==> src/logic/btac_pkg.sv <==
package btac_pkg;

  localparam int btb_entries = 64;
  localparam int btb_index_width = $clog2(btb_entries); // index from pc[7:2]
  localparam int xlen = 32;

  // one buffer entry with the target in the top word
  typedef struct packed {
    logic [xlen-1:0] target; // taken target address
    logic [xlen-1:0] pc;     // branch pc compared as the tag
    logic [xlen-1:0] npc;    // fall-through pc
  } btb_entry_t;

  // fetch prediction for a slot as returned with the resolved branch
  typedef struct packed {
    logic            taken;
    logic [xlen-1:0] tpc;   // predicted branch pc
    logic [xlen-1:0] taddr; // predicted target
    logic [xlen-1:0] tnpc;  // fall-through of the predicted branch
  } pred_info_t;

endpackage

==> src/logic/fetch_steer.sv <==
`timescale 1ns/10ps

module fetch_steer (
  input  logic                      stall,
  input  logic                      clear,
  input  logic                      redirect,
  input  logic                      hit0,
  input  logic                      hit1,
  input  btac_pkg::btb_entry_t      entry0,
  input  btac_pkg::btb_entry_t      entry1,
  output logic                      pred_branch0,
  output logic                      pred_branch1,
  output logic [btac_pkg::xlen-1:0] pred_baddr,
  output logic [btac_pkg::xlen-1:0] pred_pc,
  output logic [btac_pkg::xlen-1:0] pred_npc
);

  logic                 pass;
  btac_pkg::btb_entry_t sel;

  // a pending redirect makes this fetch group stale
  assign pass = !stall && !clear && !redirect;

  // slot 0 is older, so its hit takes the entry
  assign sel = hit0 ? entry0 : entry1;

  always_comb begin
    pred_branch0 = 1'b0;
    pred_branch1 = 1'b0;
    pred_baddr   = '0;
    pred_pc      = '0;
    pred_npc     = '0;
    if (pass) begin
      pred_branch0 = hit0;
      pred_branch1 = hit1;
      pred_baddr   = sel.target;
      pred_pc      = sel.pc;
      pred_npc     = sel.npc;
    end
  end

endmodule

==> config.mk <==
export PLATFORM = sky130hd
export DESIGN_NAME = fetch_steer
export DESIGN_NICKNAME = d
export VERILOG_FILES = /design/src/logic/btac_pkg.sv /design/src/logic/fetch_steer.sv
export SDC_FILE = /design/constraint.sdc
export NUM_CORES = 1
export LEC_CHECK = 0
export ABC_AREA = 1
export CAP_MARGIN = 20
export CORE_AREA = 2 2 114 116
export DETAILED_ROUTE_END_ITERATION = 10
export DIE_AREA = 0 0 116 118
export DONT_BUFFER_PORTS = 1
export PLACE_DENSITY_LB_ADDON = 0.15
export RECOVER_POWER = 25
export SKIP_LAST_GASP = 1
export SYNTH_ARGS = -nofsm -noshare
export SYNTH_HDL_FRONTEND = slang
export SYNTH_SLANG_ARGS = --single-unit
==> constraint.sdc <==
create_clock -name vclk -period 2.4
set_input_delay 0.48 -clock vclk [all_inputs]
set_output_delay 0.48 -clock vclk [all_outputs]
set_load 0.01 [all_outputs]
==> out/qor.csv <==
metric;value;unit
status;complete, no violations;
CTS resizes;0;
TNS Setup;0;ns
GR Util All Layers;9.27;%
hold slack;1.05;ns
WP data arrival;1.33;ns
fmax;554;MHz
Layout Cells excl Fill;759;
Die Footprint;13700;um^2
Seq Cell Count;0;
routed len/inst;10.1;um
most common cell after layout, fill and taps aside;nor2_1;
post-route DRC violation count;0;
Pint;102;uW
DIE WIDTH;116;um
Reg area;0;um^2
number of post-CTS setup repair buffers;0;
maxcap violations;0;
Routed WL;7630;um
first-pass GRT wire length;10700;um
M1 WL;2970;um
vias in the first global route;2468;
WL met3;710;um
Max Used Layer;met4;
Final GP Congestion;0.779;
share of cells above drive strength 1;0.852;%
buffers added on ports;0;
startpoint types;primary input;
met2 WL;3900;um
Flop pwr share;0;%
final hold vios;0;
Mapped Cells;614;
DP Wirelength;6380;um
Slew headroom;68.1;%
worst hold path type;primary input to primary output;
DIE HEIGHT;118;um
vias per std cell;3.80;
clock share of power;0;%
placed cell count;759;
Netlist cell types;6;
largest net degree at the start of global routing;194;
Tcrit/Tclk final;75.2;%
clock buffers;0;
Post-CTS Hold Buffers;0;
dpl cell area;2440;um^2
Iter 0 DRT Violations;126;
Worst EP required;1.92;ns
Least-Margin Pin Slew;0.479;ns
worst vdd ir;0.0646;mV
Sw Ratio;63.9;%
Final Max Tran Viols;0;
vias;2882;
Core Area;12400;um^2
io pins;295;
syn nets;811;
RSZ-0062 raised after global routing;no;
switching power;181;uW
leakage dissipation;2.02;nW
ANT cells;0;
Area Growth Syn to Fin;4.39;%
P per Cell Area;116;nW/um^2
nets;786;
total grt overflow;0;
DRT Pass-1 Iters;4;
CP max FO;49;
starting density of the core;18.8;%
# rows;41;
most frequent cells in the layout;nor2_1, inv_1, nand2_1;
sequential-to-total area share from yosys stat;0;%
Mean Syn Cell Area;3.81;um^2
final setup fails;0;
antenna viol nets, final;0;
Comb power frac;100.0;%
Syn. warnings;0;
Post-Syn Area;2340;um^2
critical path type;primary input to primary output;
post-layout minimum cycle time;1.81;ns
design area;2440;um^2
crit end category;primary output;
initial antenna violation count;0;
## power by group through the flow
stage          combinational [mW]  clock [mW]  sequential [mW]
2_1_floorplan               0.285           0                0
3_3_place_gp                0.287           0                0
3_5_place_dp                0.288           0                0
4_1_cts                     0.290           0                0
5_1_grt                     0.336           0                0
6_report                    0.283           0                0
## cell type report
| class | count | area [um^2] |
|---|---|---|
| Tap cell | 172 | 215 |
| Inverter | 195 | 732 |
| Multi-Input combinational cell | 388 | 1460 |
| Fill cell | 1523 | 9970 |
| Timing Repair Buffer | 4 | 30.0 |
## path summary, 6_finish.rpt
path,from,endpoint,slack (ns),depth (start not counted)
worst max-delay path,redirect,pred_npc[4],0.59,5
worst min-delay path,hit1,pred_branch1,1.05,2
## routing by layer
| metal | GRT usage [%] | up-vias |
|---|---|---|
| li1 | - | 1562 |
| met1 | 9.98 | 1155 |
| met2 | 19.4 | 163 |
| met3 | 1.03 | 2 |
| met4 | 0.521 | 0 |
| met5 | 0 | - |
## stage by stage
| stage | util [%] | setup slack (ns) | power [mW] |
|---|---|---|---|
| after floorplan | - | 0.705 | 0.285 |
| after global placement | 19.7 | 0.547 | 0.287 |
| after detailed placement | 19.7 | 0.598 | 0.288 |
| after CTS | 19.7 | 0.590 | 0.290 |
| after global routing | 19.7 | 0.513 | 0.336 |
| final | 19.7 | 0.594 | 0.283 |
## cell usage after synthesis, drive strengths merged
library cell	number	area share, %
nor2	291	47
clkbuf	6	0.96
nand2	97	16
buf	25	5.5
inv	195	31
## cells by family (layout without fill, tap and decap cells)
kind of cell,Yosys count,in the layout,share of synthesized area (%)
AND/OR/NAND/NOR,388,388,62.3
buffers and inverters,226,199,37.7
## critical path, cell delays in order
cell,delay [ns]
nor2_1,0.17
nand2_4,0.06
buf_4,0.27
nor2_1,0.17
buf_4,0.14
No activity file was read; power rests on OpenSTA's default activity.
