$ cat src/logic/btac_pkg.sv
package btac_pkg;

  localparam int btb_entries = 64;
  localparam int btb_index_width = $clog2(btb_entries); // index from pc[7:2]
  localparam int xlen = 32;

  // one buffer entry with the target in the top word
  typedef struct packed {
    logic [xlen-1:0] target; // taken target address
    logic [xlen-1:0] pc;     // branch pc compared as the tag
    logic [xlen-1:0] npc;    // fall-through pc
  } btb_entry_t;

  // fetch prediction for a slot as returned with the resolved branch
  typedef struct packed {
    logic            taken;
    logic [xlen-1:0] tpc;   // predicted branch pc
    logic [xlen-1:0] taddr; // predicted target
    logic [xlen-1:0] tnpc;  // fall-through of the predicted branch
  } pred_info_t;

endpackage

$ cat src/logic/btb_port_if.sv
`timescale 1ns/10ps

interface btb_port_if;

  logic                                 wen;
  logic [btac_pkg::btb_index_width-1:0] waddr;
  btac_pkg::btb_entry_t                 wdata;

  logic [btac_pkg::btb_index_width-1:0] raddr0;
  logic [btac_pkg::btb_index_width-1:0] raddr1;
  btac_pkg::btb_entry_t                 rdata0;
  btac_pkg::btb_entry_t                 rdata1;
  logic                                 rvalid0;
  logic                                 rvalid1;

  modport store (
    input  wen, waddr, wdata,
    input  raddr0, raddr1,
    output rdata0, rdata1, rvalid0, rvalid1
  );

  modport lookup (
    output raddr0, raddr1,
    input  rdata0, rdata1, rvalid0, rvalid1
  );

  modport update (
    output wen, waddr, wdata
  );

endinterface

$ cat src/logic/target_lookup.sv
`timescale 1ns/10ps

module target_lookup (
  input  logic                        clock,
  input  logic                        reset,
  input  logic                        clear,
  input  logic [btac_pkg::xlen-1:0]   fetch_pc0,
  input  logic [btac_pkg::xlen-1:0]   fetch_pc1,
  btb_port_if.lookup                  port,
  output logic                        hit0,
  output logic                        hit1,
  output btac_pkg::btb_entry_t        entry0,
  output btac_pkg::btb_entry_t        entry1
);

  logic [btac_pkg::xlen-1:0] pc0_q;
  logic [btac_pkg::xlen-1:0] pc1_q;

  // fetch pcs held for the tag compare in the next cycle
  always_ff @(posedge clock) begin
    if (!reset) begin
      pc0_q <= '0;
      pc1_q <= '0;
    end else if (!clear) begin
      pc0_q <= fetch_pc0;
      pc1_q <= fetch_pc1;
    end
  end

  // under clear the index of the held pc is re-sent, so the read address holds
  always_comb begin
    if (clear) begin
      port.raddr0 = pc0_q[btac_pkg::btb_index_width+1:2];
      port.raddr1 = pc1_q[btac_pkg::btb_index_width+1:2];
    end else begin
      port.raddr0 = fetch_pc0[btac_pkg::btb_index_width+1:2];
      port.raddr1 = fetch_pc1[btac_pkg::btb_index_width+1:2];
    end
  end

  // full pc as tag, so aliases on the same index never hit
  assign hit0 = port.rvalid0 && (port.rdata0.pc == pc0_q);
  assign hit1 = port.rvalid1 && (port.rdata1.pc == pc1_q);

  assign entry0 = port.rdata0;
  assign entry1 = port.rdata1;

endmodule

$ cat src/flat_wrapper.sv
// flat-port wrapper written by rule: the top's interface ports become plain ports
module target_lookup_flat 
  (clock, reset, clear, fetch_pc0, fetch_pc1, hit0, hit1, entry0, entry1, port_raddr0, port_raddr1, port_rdata0, port_rdata1, port_rvalid0, port_rvalid1);
  btb_port_if port_i ();
  input  logic clock;
  input  logic reset;
  input  logic clear;
  input  logic [btac_pkg::xlen-1:0] fetch_pc0;
  input  logic [btac_pkg::xlen-1:0] fetch_pc1;
  output logic hit0;
  output logic hit1;
  output btac_pkg::btb_entry_t entry0;
  output btac_pkg::btb_entry_t entry1;
  output wire logic [$bits(port_i.raddr0)-1:0] port_raddr0;
  output wire logic [$bits(port_i.raddr1)-1:0] port_raddr1;
  input wire logic [$bits(port_i.rdata0)-1:0] port_rdata0;
  input wire logic [$bits(port_i.rdata1)-1:0] port_rdata1;
  input wire logic [$bits(port_i.rvalid0)-1:0] port_rvalid0;
  input wire logic [$bits(port_i.rvalid1)-1:0] port_rvalid1;
  assign port_raddr0 = port_i.raddr0;
  assign port_raddr1 = port_i.raddr1;
  assign port_i.rdata0 = port_rdata0;
  assign port_i.rdata1 = port_rdata1;
  assign port_i.rvalid0 = port_rvalid0;
  assign port_i.rvalid1 = port_rvalid1;
  target_lookup u_core (.clock(clock), .reset(reset), .clear(clear), .fetch_pc0(fetch_pc0), .fetch_pc1(fetch_pc1), .port(port_i), .hit0(hit0), .hit1(hit1), .entry0(entry0), .entry1(entry1));
endmodule
$ cat config.mk
export PLATFORM = sky130hd
export DESIGN_NAME = target_lookup_flat
export DESIGN_NICKNAME = d
export VERILOG_FILES = /design/src/logic/btac_pkg.sv /design/src/logic/btb_port_if.sv /design/src/logic/target_lookup.sv /design/src/flat_wrapper.sv
export SDC_FILE = /design/constraint.sdc
export NUM_CORES = 1
export LEC_CHECK = 0
export BUFFER_PORTS_ARGS = -buffer_cell sky130_fd_sc_hd__buf_2
export CAP_MARGIN = 5
export CELL_PAD_IN_SITES_DETAIL_PLACEMENT = 1
export CELL_PAD_IN_SITES_GLOBAL_PLACEMENT = 2
export CORE_AREA = 2 2 183 185
export CTS_BUF_LIST = sky130_fd_sc_hd__clkbuf_2 sky130_fd_sc_hd__clkbuf_4 sky130_fd_sc_hd__clkbuf_8
export CTS_CLUSTER_DIAMETER = 30
export DETAILED_ROUTE_END_ITERATION = 16
export DIE_AREA = 0 0 185 187
export PLACE_DENSITY_LB_ADDON = 0.05
export SLEW_MARGIN = 30
export SYNTH_ARGS = -nofsm -noshare
export SYNTH_HDL_FRONTEND = slang
export SYNTH_SLANG_ARGS = --single-unit
$ cat constraint.sdc
create_clock -name clock -period 1.1 [get_ports clock]
set_input_delay 0.165 -clock clock [delete_from_list [all_inputs] [get_ports clock]]
set_output_delay 0.165 -clock clock [all_outputs]
set_load 0.05 [all_outputs]
==> results by group <==
Timing
  – Pins over their slew limit: 0
  – Actual slew at the worst max-slew pin: 0.363 ns
  – Worst hold margin: between 0.05 and 0.06 ns
  – Count of final setup violators: 14
  – RSZ-0062 raised after global routing: yes
  – Relative slew slack: 0.756
  – Max Fclk: 0.477 GHz
  – Fin crit period: around 2.1 ns
  – Crit share post-route: 1.91
  – Worst Setup Slack, final: -0.997 ns
  – TNS Setup: -4.58 ns
  – Fin Clk Skew: 0 ns
  – Final count of hold timing violations: 0

Worst setup path
  – CP max FO: 2
  – Worst EP required: between 0.9 and 1 ns
  – Crit. Startpoint: u_core.pc0_q[26]
  – Worst Setup Start Kind: register
  – Setup Crit Path Kind: register to output pin
  – Arrival @ worst endpoint: 1.93 ns
  – Worst reg2reg path startpoint: u_core.pc1_q[5]
  – CP Capture Type: output pin

Route
  – Routed Antenna Nets: 0
  – 1st-pass router iterations: 4
  – Per-cell routed wire length: 14.5 um
  – DR vias: around 3,200
  – Vias/cell: 3.23
  – Residual DRC count: 0
  – Routed WL: approximately 14,000 um
  – DRT iter0 DRCs: 43

Min path
  – Min-Delay Startpoint: fetch_pc1[20]
  – Hold/Removal Path Class: input pin to register

Job
  – Total of max-cap violations: 0

Power and ir drop
  – Lkg Pwr: 2.60 nW
  – Combinational share of power: 0.288
  – PwrDens: between 1000 and 1500 mW/mm^2
  – Max VDD drop: 0.308 mV
  – Share of power burned in registers: 0.398
  – Net switching power: around 2.3 mW
  – Sw Ratio: 0.355
  – Clock power share: 0.315
  – P_int: 4.15 mW

Yosys
  – Avg Inst Size Synth: 9.48 um^2
  – Synthesis warning total: 0
  – Post-Syn Area: between 0.004 and 0.005 mm^2
  – Seq/Total Area, Yosys: 0.278
  – Post-synthesis register bit count: between 60 and 70
  – Synth cell types: 16
  – Syn Nets: 747
  – Syn Inst Count: 486

Die
  – Core Box Area: 0.0329 mm^2
  – FP Rows: 67
  – IO Pins: 467
  – Die height: 187 um
  – Die Width: 185 um
  – Die ar.: 0.0346 mm^2
  – Initial Util: 0.140

Global routing
  – Gr usage total: 0.0813
  – Initial antenna violation count: 7
  – Overflow after GRT: 0
  – Vias in the first global route: approximately 3,500
  – Largest net degree at the start of global routing: 53
  – First-pass GRT wire length: 20,600 um

Run status
  – Failing checks: negative setup slack
  – Outcome: complete, but fails checks

Clock tree
  – Worst-Skew Late Latency: 0.36 ns
  – Hold buffer count at CTS: 0
  – Clk sinks: 64
  – CTS Buffer Depth: 2
  – Root buffer cell: clkbuf_8
  – H-tree depth: 3
  – Num CTS Buffers: 9
  – CTS tree: built
  – CTS clk-pin slew, worst paths: 0.09 ns

Place
  – DP HPWL: ~11,000 um
  – Pre-CTS setup slack: -0.807 ns
  – Port Buf Inserts: 210
  – Final GP Congestion: 0.658

Layout
  – Commonest non-fill, non-tap cells in the layout: buf_2 (195), xor2_1 (61), mux2i_1 (52), nor2b_1 (52), dfxtp_1 (44)
  – FILL cells: around 4,000
  – Commonest non-fill, non-tap cell in the layout: buf_2
  – Fin util: 0.164
  – Nets: 794
  – Layout cells sized above 1: 0.551
  – Area growth syn-to-layout: 17.1%
==> layout make-up <==
class	count	area, um^2	area share
Clock inverter	4	30.0	0.00557
Multi-Input combinational cell	216	1860	0.346
Sequential cell	64	1310	0.242
Timing Repair Buffer	242	1480	0.274
Tap cell	448	561	0.104
Clock buffer	11	151	0.0281
Antenna cell	2	5.00	0.000928
==> state kept, by name, indices dropped and copies added (netlist names) <==
| signal | flops |
|---|---|
| u_core.pc0_q | 32 |
| u_core.pc1_q | 32 |
==> critical path, cell delays in order (launching register included) <==
cell     delay (ns)
dfxtp_2        0.33
xor2_1         0.18
nor4_4         0.29
buf_4          0.16
nand4_1        0.18
nor3_4         0.24
buf_6          0.18
==> per-stage QoR <==
stage                     cell area (um^2)  total power, mW  std cells
after floorplan                       4630             5.12        486
after global placement                4990             4.39        970
after detailed placement              4990             4.40        970
after CTS                             5360             6.70        985
after global routing                  5390             6.92        985
final                                 5390             6.44        987
==> what timing repair did <==
item	in CTS	in global routing
setup buffers	1	3
endpoints found under the setup margin	14	14
pin swaps	3	4
resized for setup	62	9
==> cell usage after synthesis <==
cell | instances | share of area
nand3_1 | 4 | 0.0043
buf_4 | 197 | 0.32
xnor2_1 | 2 | 0.0038
nor3_2 | 2 | 0.0043
nor4_1 | 14 | 0.019
mux2_2 | 4 | 0.0098
mux2_4 | 8 | 0.026
mux2i_1 | 52 | 0.11
xor2_1 | 62 | 0.12
buf_6 | 2 | 0.0049
dfxtp_1 | 64 | 0.28
clkbuf_1 | 7 | 0.0057
nor2b_1 | 52 | 0.071
and2_1 | 12 | 0.016
nor3_1 | 2 | 0.0022
nand4_1 | 2 | 0.0027
==> path summary, 6_finish.rpt <==
path / end / slack [ns] / cells after the start
max: hit0 / -1.0 / 6
min: u_core.pc1_q[20] / 0.05 / 3
max reg2reg: u_core.pc1_q[5] / 0.14 / 3
min reg2reg: u_core.pc1_q[10] / 0.53 / 2
==> logic make-up (layout without fill, tap and decap cells) <==
family / count (synthesis) / count (layout) / synth area share
DFF: 64 / 64 / 0.278
muxes: 64 / 64 / 0.149
and+or+nand+nor: 88 / 88 / 0.120
xor gates and xnor gates: 64 / 64 / 0.122
other: 0 / 2 / 0
buffers and inverters: 206 / 257 / 0.332
==> per-layer routing <==
layer | global-route usage | up-vias | wire length (um)
li1 | - | 1467 | -
met1 | 0.0940 | 1434 | 6140
met2 | 0.125 | 228 | 6240
met3 | 0.0442 | 53 | 1560
met4 | 0.0308 | 10 | 262
met5 | 0 | - | 70
==> power by group through the flow <==
stage	combinational [mW]	sequential, mW	clock, mW
2_1_floorplan	2.54	2.58	0
3_3_place_gp	1.78	2.61	0
3_5_place_dp	1.79	2.61	0
4_1_cts	1.90	2.56	2.24
5_1_grt	2.00	2.58	2.33
6_report	1.85	2.56	2.03
(Power assumes the default switching activity.)
