### config.mk
export PLATFORM = sky130hd
export DESIGN_NAME = miss_resolver_flat
export DESIGN_NICKNAME = d
export VERILOG_FILES = /design/src/logic/btac_pkg.sv /design/src/logic/btb_port_if.sv /design/src/logic/miss_resolver.sv /design/src/flat_wrapper.sv
export SDC_FILE = /design/constraint.sdc
export NUM_CORES = 1
export LEC_CHECK = 0
export ABC_CLOCK_PERIOD_IN_PS = 3500
export CAP_MARGIN = 5
export CORE_AREA = 4 4 205 207
export CTS_BUF_LIST = sky130_fd_sc_hd__clkbuf_8 sky130_fd_sc_hd__clkbuf_16
export DETAILED_ROUTE_END_ITERATION = 8
export DIE_AREA = 0 0 209 211
export DONT_BUFFER_PORTS = 1
export PLACE_DENSITY = 0.3
export SYNTH_ARGS = -nofsm -noshare
export SYNTH_HDL_FRONTEND = slang
export SYNTH_SLANG_ARGS = --single-unit
### constraint.sdc
create_clock -name clock -period 3.5 [get_ports clock]
set_input_delay 0.175 -clock clock [delete_from_list [all_inputs] [get_ports clock]]
set_output_delay 0.175 -clock clock [all_outputs]
set_load 0.005 [all_outputs]
### src/logic/btac_pkg.sv
package btac_pkg;

  localparam int btb_entries = 64;
  localparam int btb_index_width = $clog2(btb_entries); // index from pc[7:2]
  localparam int xlen = 32;

  // one buffer entry with the target in the top word
  typedef struct packed {
    logic [xlen-1:0] target; // taken target address
    logic [xlen-1:0] pc;     // branch pc compared as the tag
    logic [xlen-1:0] npc;    // fall-through pc
  } btb_entry_t;

  // fetch prediction for a slot as returned with the resolved branch
  typedef struct packed {
    logic            taken;
    logic [xlen-1:0] tpc;   // predicted branch pc
    logic [xlen-1:0] taddr; // predicted target
    logic [xlen-1:0] tnpc;  // fall-through of the predicted branch
  } pred_info_t;

endpackage

### src/logic/btb_port_if.sv
`timescale 1ns/10ps

interface btb_port_if;

  logic                                 wen;
  logic [btac_pkg::btb_index_width-1:0] waddr;
  btac_pkg::btb_entry_t                 wdata;

  logic [btac_pkg::btb_index_width-1:0] raddr0;
  logic [btac_pkg::btb_index_width-1:0] raddr1;
  btac_pkg::btb_entry_t                 rdata0;
  btac_pkg::btb_entry_t                 rdata1;
  logic                                 rvalid0;
  logic                                 rvalid1;

  modport store (
    input  wen, waddr, wdata,
    input  raddr0, raddr1,
    output rdata0, rdata1, rvalid0, rvalid1
  );

  modport lookup (
    output raddr0, raddr1,
    input  rdata0, rdata1, rvalid0, rvalid1
  );

  modport update (
    output wen, waddr, wdata
  );

endinterface

### src/logic/miss_resolver.sv
`timescale 1ns/10ps

module miss_resolver (
  input  logic                      clock,
  input  logic                      reset,
  input  logic                      clear,
  input  logic [btac_pkg::xlen-1:0] upd_pc0,
  input  logic [btac_pkg::xlen-1:0] upd_pc1,
  input  logic [btac_pkg::xlen-1:0] upd_npc0,
  input  logic [btac_pkg::xlen-1:0] upd_npc1,
  input  logic [btac_pkg::xlen-1:0] upd_addr0,
  input  logic [btac_pkg::xlen-1:0] upd_addr1,
  input  logic                      upd_jal0,
  input  logic                      upd_jal1,
  input  logic                      upd_branch0,
  input  logic                      upd_branch1,
  input  logic                      upd_jump0,
  input  logic                      upd_jump1,
  input  btac_pkg::pred_info_t      upd_pred0,
  input  btac_pkg::pred_info_t      upd_pred1,
  btb_port_if.update                port,
  output logic                      redirect,
  output logic [btac_pkg::xlen-1:0] redirect_addr,
  output logic                      hazard0,
  output logic                      hazard1
);

  logic                      miss0;
  logic                      miss1;
  logic [btac_pkg::xlen-1:0] maddr;
  logic                      pred_hit0;
  logic                      pred_hit1;

  // prediction belongs to this resolved instruction
  assign pred_hit0 = upd_pred0.taken && (upd_pred0.tpc == upd_pc0);
  assign pred_hit1 = upd_pred1.taken && (upd_pred1.tpc == upd_pc1);

  // install taken transfers with slot 0 winning when both jump
  always_comb begin
    port.wen   = 1'b0;
    port.waddr = '0;
    port.wdata = '0;
    if (!clear) begin
      port.wen = ((upd_jal0 || upd_branch0) && upd_jump0) ||
                 ((upd_jal1 || upd_branch1) && upd_jump1);
      if (upd_jump0) begin
        port.waddr = upd_pc0[btac_pkg::btb_index_width+1:2];
        port.wdata = '{target: upd_addr0, pc: upd_pc0, npc: upd_npc0};
      end else begin
        port.waddr = upd_pc1[btac_pkg::btb_index_width+1:2];
        port.wdata = '{target: upd_addr1, pc: upd_pc1, npc: upd_npc1};
      end
    end
  end

  always_comb begin
    miss0 = 1'b0;
    miss1 = 1'b0;
    maddr = '0;
    if (!clear) begin
      if (pred_hit0) begin
        if (upd_jump0) begin
          miss0 = (upd_addr0 != upd_pred0.taddr); // wrong target
          maddr = upd_addr0;
        end else if (upd_branch0) begin
          miss0 = 1'b1; // predicted taken but fell through
          maddr = upd_pred0.tnpc;
        end
      end else if (pred_hit1) begin
        if (upd_jump1) begin
          miss1 = (upd_addr1 != upd_pred1.taddr);
          maddr = upd_addr1;
        end else if (upd_branch1) begin
          miss1 = 1'b1;
          maddr = upd_pred1.tnpc;
        end
      end else if (upd_jump0) begin
        miss0 = 1'b1; // taken but never predicted
        maddr = upd_addr0;
      end else if (upd_jump1) begin
        miss1 = 1'b1;
        maddr = upd_addr1;
      end
    end
  end

  always_ff @(posedge clock) begin
    if (!reset) begin
      redirect      <= 1'b0;
      redirect_addr <= '0;
    end else begin
      redirect      <= miss0 || miss1;
      redirect_addr <= maddr;
    end
  end

  assign hazard0 = miss0;
  assign hazard1 = miss1;

  // only one slot may own the redirect address
  a_one_hazard: assert property (
    @(posedge clock) disable iff (!reset)
    !(hazard0 && hazard1)
  ) else $error("hazard0 and hazard1 both high");

endmodule

### src/flat_wrapper.sv
// flat-port wrapper written by rule: the top's interface ports become plain ports
module miss_resolver_flat 
  (clock, reset, clear, upd_pc0, upd_pc1, upd_npc0, upd_npc1, upd_addr0, upd_addr1, upd_jal0, upd_jal1, upd_branch0, upd_branch1, upd_jump0, upd_jump1, upd_pred0, upd_pred1, redirect, redirect_addr, hazard0, hazard1, port_wen, port_waddr, port_wdata);
  btb_port_if port_i ();
  input  logic clock;
  input  logic reset;
  input  logic clear;
  input  logic [btac_pkg::xlen-1:0] upd_pc0;
  input  logic [btac_pkg::xlen-1:0] upd_pc1;
  input  logic [btac_pkg::xlen-1:0] upd_npc0;
  input  logic [btac_pkg::xlen-1:0] upd_npc1;
  input  logic [btac_pkg::xlen-1:0] upd_addr0;
  input  logic [btac_pkg::xlen-1:0] upd_addr1;
  input  logic upd_jal0;
  input  logic upd_jal1;
  input  logic upd_branch0;
  input  logic upd_branch1;
  input  logic upd_jump0;
  input  logic upd_jump1;
  input  btac_pkg::pred_info_t upd_pred0;
  input  btac_pkg::pred_info_t upd_pred1;
  output logic redirect;
  output logic [btac_pkg::xlen-1:0] redirect_addr;
  output logic hazard0;
  output logic hazard1;
  output wire logic [$bits(port_i.wen)-1:0] port_wen;
  output wire logic [$bits(port_i.waddr)-1:0] port_waddr;
  output wire logic [$bits(port_i.wdata)-1:0] port_wdata;
  assign port_wen = port_i.wen;
  assign port_waddr = port_i.waddr;
  assign port_wdata = port_i.wdata;
  miss_resolver u_core (.clock(clock), .reset(reset), .clear(clear), .upd_pc0(upd_pc0), .upd_pc1(upd_pc1), .upd_npc0(upd_npc0), .upd_npc1(upd_npc1), .upd_addr0(upd_addr0), .upd_addr1(upd_addr1), .upd_jal0(upd_jal0), .upd_jal1(upd_jal1), .upd_branch0(upd_branch0), .upd_branch1(upd_branch1), .upd_jump0(upd_jump0), .upd_jump1(upd_jump1), .upd_pred0(upd_pred0), .upd_pred1(upd_pred1), .port(port_i), .redirect(redirect), .redirect_addr(redirect_addr), .hazard0(hazard0), .hazard1(hazard1));
endmodule
==> results <==
- The first detailed-routing pass ran for 5 iterations.
- The DRC violation count after routing is 0.
- The sort of element at the start of the critical path is an input pin.
- The final setup TNS is 0 ns.
- The sequential share of the synthesized area is between 10 and 15%.
- For this run, asynchronously set or reset flops after synthesis account for 0%.
- The global-route wire length before repair is about 47 mm.
- The CTS buffer count is 5.
- The sum of overflow across all layers after global routing is 0.
- Global routing used about 15% of the available tracks.
- The wire length after detailed routing is between 30 and 40 mm.
- The final worst-path cycle share is 79.4%.
- The via count of the first global-routing pass came to ~5700.
- Across the VDD grid, the largest voltage drop is roughly 0.14 mV.
- The most critical setup path has its endpoint at hazard1.
- The number of max-cap violations is 0.
- The region available for standard cell placement spans 0.0404 sq mm.
- The net count of the finished layout is about 1100.
- The post-CTS clock slew at the launch and capture registers of the worst setup and hold paths is roughly 0.07 ns.
- The share of layout cells above drive strength 1 is under 10%.
- After synthesis the cells add up to between 0.005 and 0.006 sq mm.
- The mean routed wirelength per cell is about 30 um.
- In this run the post-CTS setup repair buffer count came out at 0.
- The analysis attributes to cell leakage a power of between 2 and 2.5 nW.
- Headroom to the max-slew limit came out at 30.7%.
- Before CTS, the worst setup slack after placement is around 0.75 ns.
- The setup slack after layout is between 0.7 and 0.8 ns.
- Counting flops with a built-in enable in the synthesized netlist gives 0.
- The sequential cell area is 661 sq um.
- The cell at the slowest stage of the critical path is sky130_fd_sc_hd__or3_1.
- Setup violations remaining at the end of the flow were counted as 0.
- The type of destination of the critical path is an output pin.
- Data arrives at the worst endpoint at about 2.6 ns.
- Sorting the synthesized cells by how often they occur yields sky130_fd_sc_hd__mux2i_1 (96), sky130_fd_sc_hd__nand2_1 (90), sky130_fd_sc_hd__nor2_1 (78).
- The H-tree was split into 2 levels.
- Once the floorplan was initialized, standard cells occupied around an eighth of the core.
- The flow ran to the end, and the final reports show no timing, DRC or antenna violations.
- The maximum number of pins on one net before global-route repair is between 100 and 150.
- Relative to the synthesized area, the layout overhead comes to 10.9%.
- The beginning of the critical path is upd_pc1[10].
- The number of antenna violations at the first check in global routing was 4.
- The cell accounting for the most synthesized area is sky130_fd_sc_hd__mux2i_1.
- The synthesized netlist net count is 1114.
- The via count normalized by instance count is between 4 and 5.
- The path class of the lowest-slack min-delay path is input pin to register.
- For the worst setup path, the data required time is about 3.3 ns.
- Clock tree synthesis found a total of 33 sinks.
- Setup repair after global routing left no endpoint under its margin.
- In this run the worst path has a maximum fanout of 10.
- The number of distinct library cells after synthesis is 37.
- The die is 211 um tall.
- For this run, the number of Yosys warnings is 0.
- The boundary pin count is between 500 and 600.
- The count of routing violations after the opening detailed-route iteration is 480.
- The share of synthesized area in the top cell type comes to 18.1%.
- The number of inserted filler cells in the final layout is 4729.
- At the pin with the least slew margin, the transition time is 1.04 ns.
- The number of hold-slack violations in the final timing report was 0.
- The combined area of the multi-input logic cells is around 0.0043 sq mm.
- The number of resized instances in the post-cts repair step is 0.
- TritonCTS built the clock tree.
- For this design the ratio of total power to cell area is roughly 240 mW/mm^2.
- In this run the core area contains 74 standard-cell rows.
- The final number of max-transition violations is 0.
- A synthesized cell averages around 7.4 sq um.
- Ranked by total cell area, the synthesized netlist is headed by sky130_fd_sc_hd__mux2i_1 (18%), sky130_fd_sc_hd__dfxtp_1 (12%), sky130_fd_sc_hd__xnor2_1 (11%), sky130_fd_sc_hd__xor2_1 (10%), sky130_fd_sc_hd__nand2_1 (6.4%).
- Derived from the worst setup path, the maximum achievable clock frequency is around 360 MHz.
- The dominant register cell in the synthesized netlist is sky130_fd_sc_hd__dfxtp_1.
- The buffer depth of the longest clock path is 2.
- Across all layers, the routed design uses 5388 vias.
- In this run the remaining antenna-violating nets after routing total 0.
- In this run the horizontal extent of the chip is ~210 um.
- The most common cell in the synthesized netlist is sky130_fd_sc_hd__mux2i_1.
- The number of buffers added to fix hold violations after cts is 0.
- The cell count after synthesis came out at between 700 and 800.
- The critical path goes through xnor2_1 -> nand4_1 -> or4_1 -> or3_1 -> o2bb2ai_1 -> a211o_1 -> nor3_1.
- Detailed placement ended at an HPWL of approximately 30 mm.
- The largest single stage delay on the critical path is 0.61 ns.
- After synthesis the netlist holds a flip-flop and latch count of 33.
- The cell chosen for the clock root is sky130_fd_sc_hd__clkbuf_16.
- The die covers 0.0441 sq mm.
- At the end of routability-driven placement, the weighted congestion stood at 0.879.
- The count of buffers added on input and output ports is 0.
- The worst setup path is of the input pin to output pin kind.
- The clock period minus final worst setup slack is 2.78 ns.
-- layer usage --
metal | up-vias | routed length (um) | track usage (%)
li1 | 2409 | - | -
met1 | 2574 | 12000 | 15.0
met5 | - | 0 | 0
met3 | 28 | 2600 | 3.70
met2 | 377 | 20100 | 30.1
met4 | 0 | 1100 | 5.45
-- report_power, final --
group | switching, mW | internal [mW]
clock | 0.208 | 0.354
sequential | 0.0111 | 0.391
combinational | 0.252 | 0.204
total | 0.471 | 0.949
-- layout by cell type, fill, tap and decap left out, types with 6 or more instances in the layout --
master                     count
sky130_fd_sc_hd__and3_2       11
sky130_fd_sc_hd__a211oi_1     28
sky130_fd_sc_hd__nand4_1      22
sky130_fd_sc_hd__nand2b_1     32
sky130_fd_sc_hd__nor2_1       78
sky130_fd_sc_hd__dfxtp_1      33
sky130_fd_sc_hd__buf_4         9
sky130_fd_sc_hd__nand2_1      90
sky130_fd_sc_hd__nor3_2       20
sky130_fd_sc_hd__xor2_1       61
sky130_fd_sc_hd__a22oi_1       8
sky130_fd_sc_hd__nor3_1       13
sky130_fd_sc_hd__xnor2_1      67
sky130_fd_sc_hd__nand3_1       7
sky130_fd_sc_hd__o21ai_0       6
sky130_fd_sc_hd__a21oi_1      30
sky130_fd_sc_hd__and3_1       18
sky130_fd_sc_hd__mux2i_1      96
sky130_fd_sc_hd__nor4_1       17
-- worst max-delay path: cells and delay by family --
kind | cells | cell delay, ns
compound gates | 2 | 0.50
simple gates | 4 | 1.69
xor+xnor | 1 | 0.24
-- area by class of cell --
type,count,area share [%]
multi-input combinational,626,73.1
clock inverter,2,0.574
timing repair buffer,9,1.15
tap,532,11.3
sequential,33,11.2
clock buffer,6,2.36
inverter,2,0.128
antenna,4,0.170
-- cell families after synthesis --
kind of cell | share of synthesized area, %
and+or+nand+nor | 31.3
AOI/OAI and AO/OA | 10.0
xor gates and xnor gates | 21.1
buffers and inverters | 6.95
muxes | 18.1
DFF | 12.4
-- stage by stage --
stage	instance area, sq um	utilization [%]	total power [mW]	cells	hold slack, ns
6_report	5890	14.6	1.42	1214	0.101
5_1_grt	5890	14.6	1.50	1214	0.0995
4_1_cts	5880	14.6	1.47	1210	0.0851
3_5_place_dp	5700	14.1	0.879	1202	0.391
3_3_place_gp	5700	14.1	0.882	1202	0.395
2_1_floorplan	5310	-	0.796	719	0.396
-- flip-flops by register name, indices dropped and copies added, names as in the netlist --
name,cells
u_core.redirect,1
u_core.redirect_addr,32
-- worst min path at each step --
stage                        from                  endpoint  slack [ns]  cells past startpoint
global placement            clear            port_wdata[10]        0.39                      1
global route        upd_addr1[21]  u_core.redirect_addr[21]         0.1                      2
detailed placement          clear            port_wdata[10]        0.39                      1
finish              upd_addr1[16]  u_core.redirect_addr[16]        0.10                      2
CTS                  upd_addr1[8]   u_core.redirect_addr[8]        0.09                      2
floorplan           upd_addr1[22]  u_core.redirect_addr[22]        0.40                      2
No activity file was read; power rests on OpenSTA's default activity.
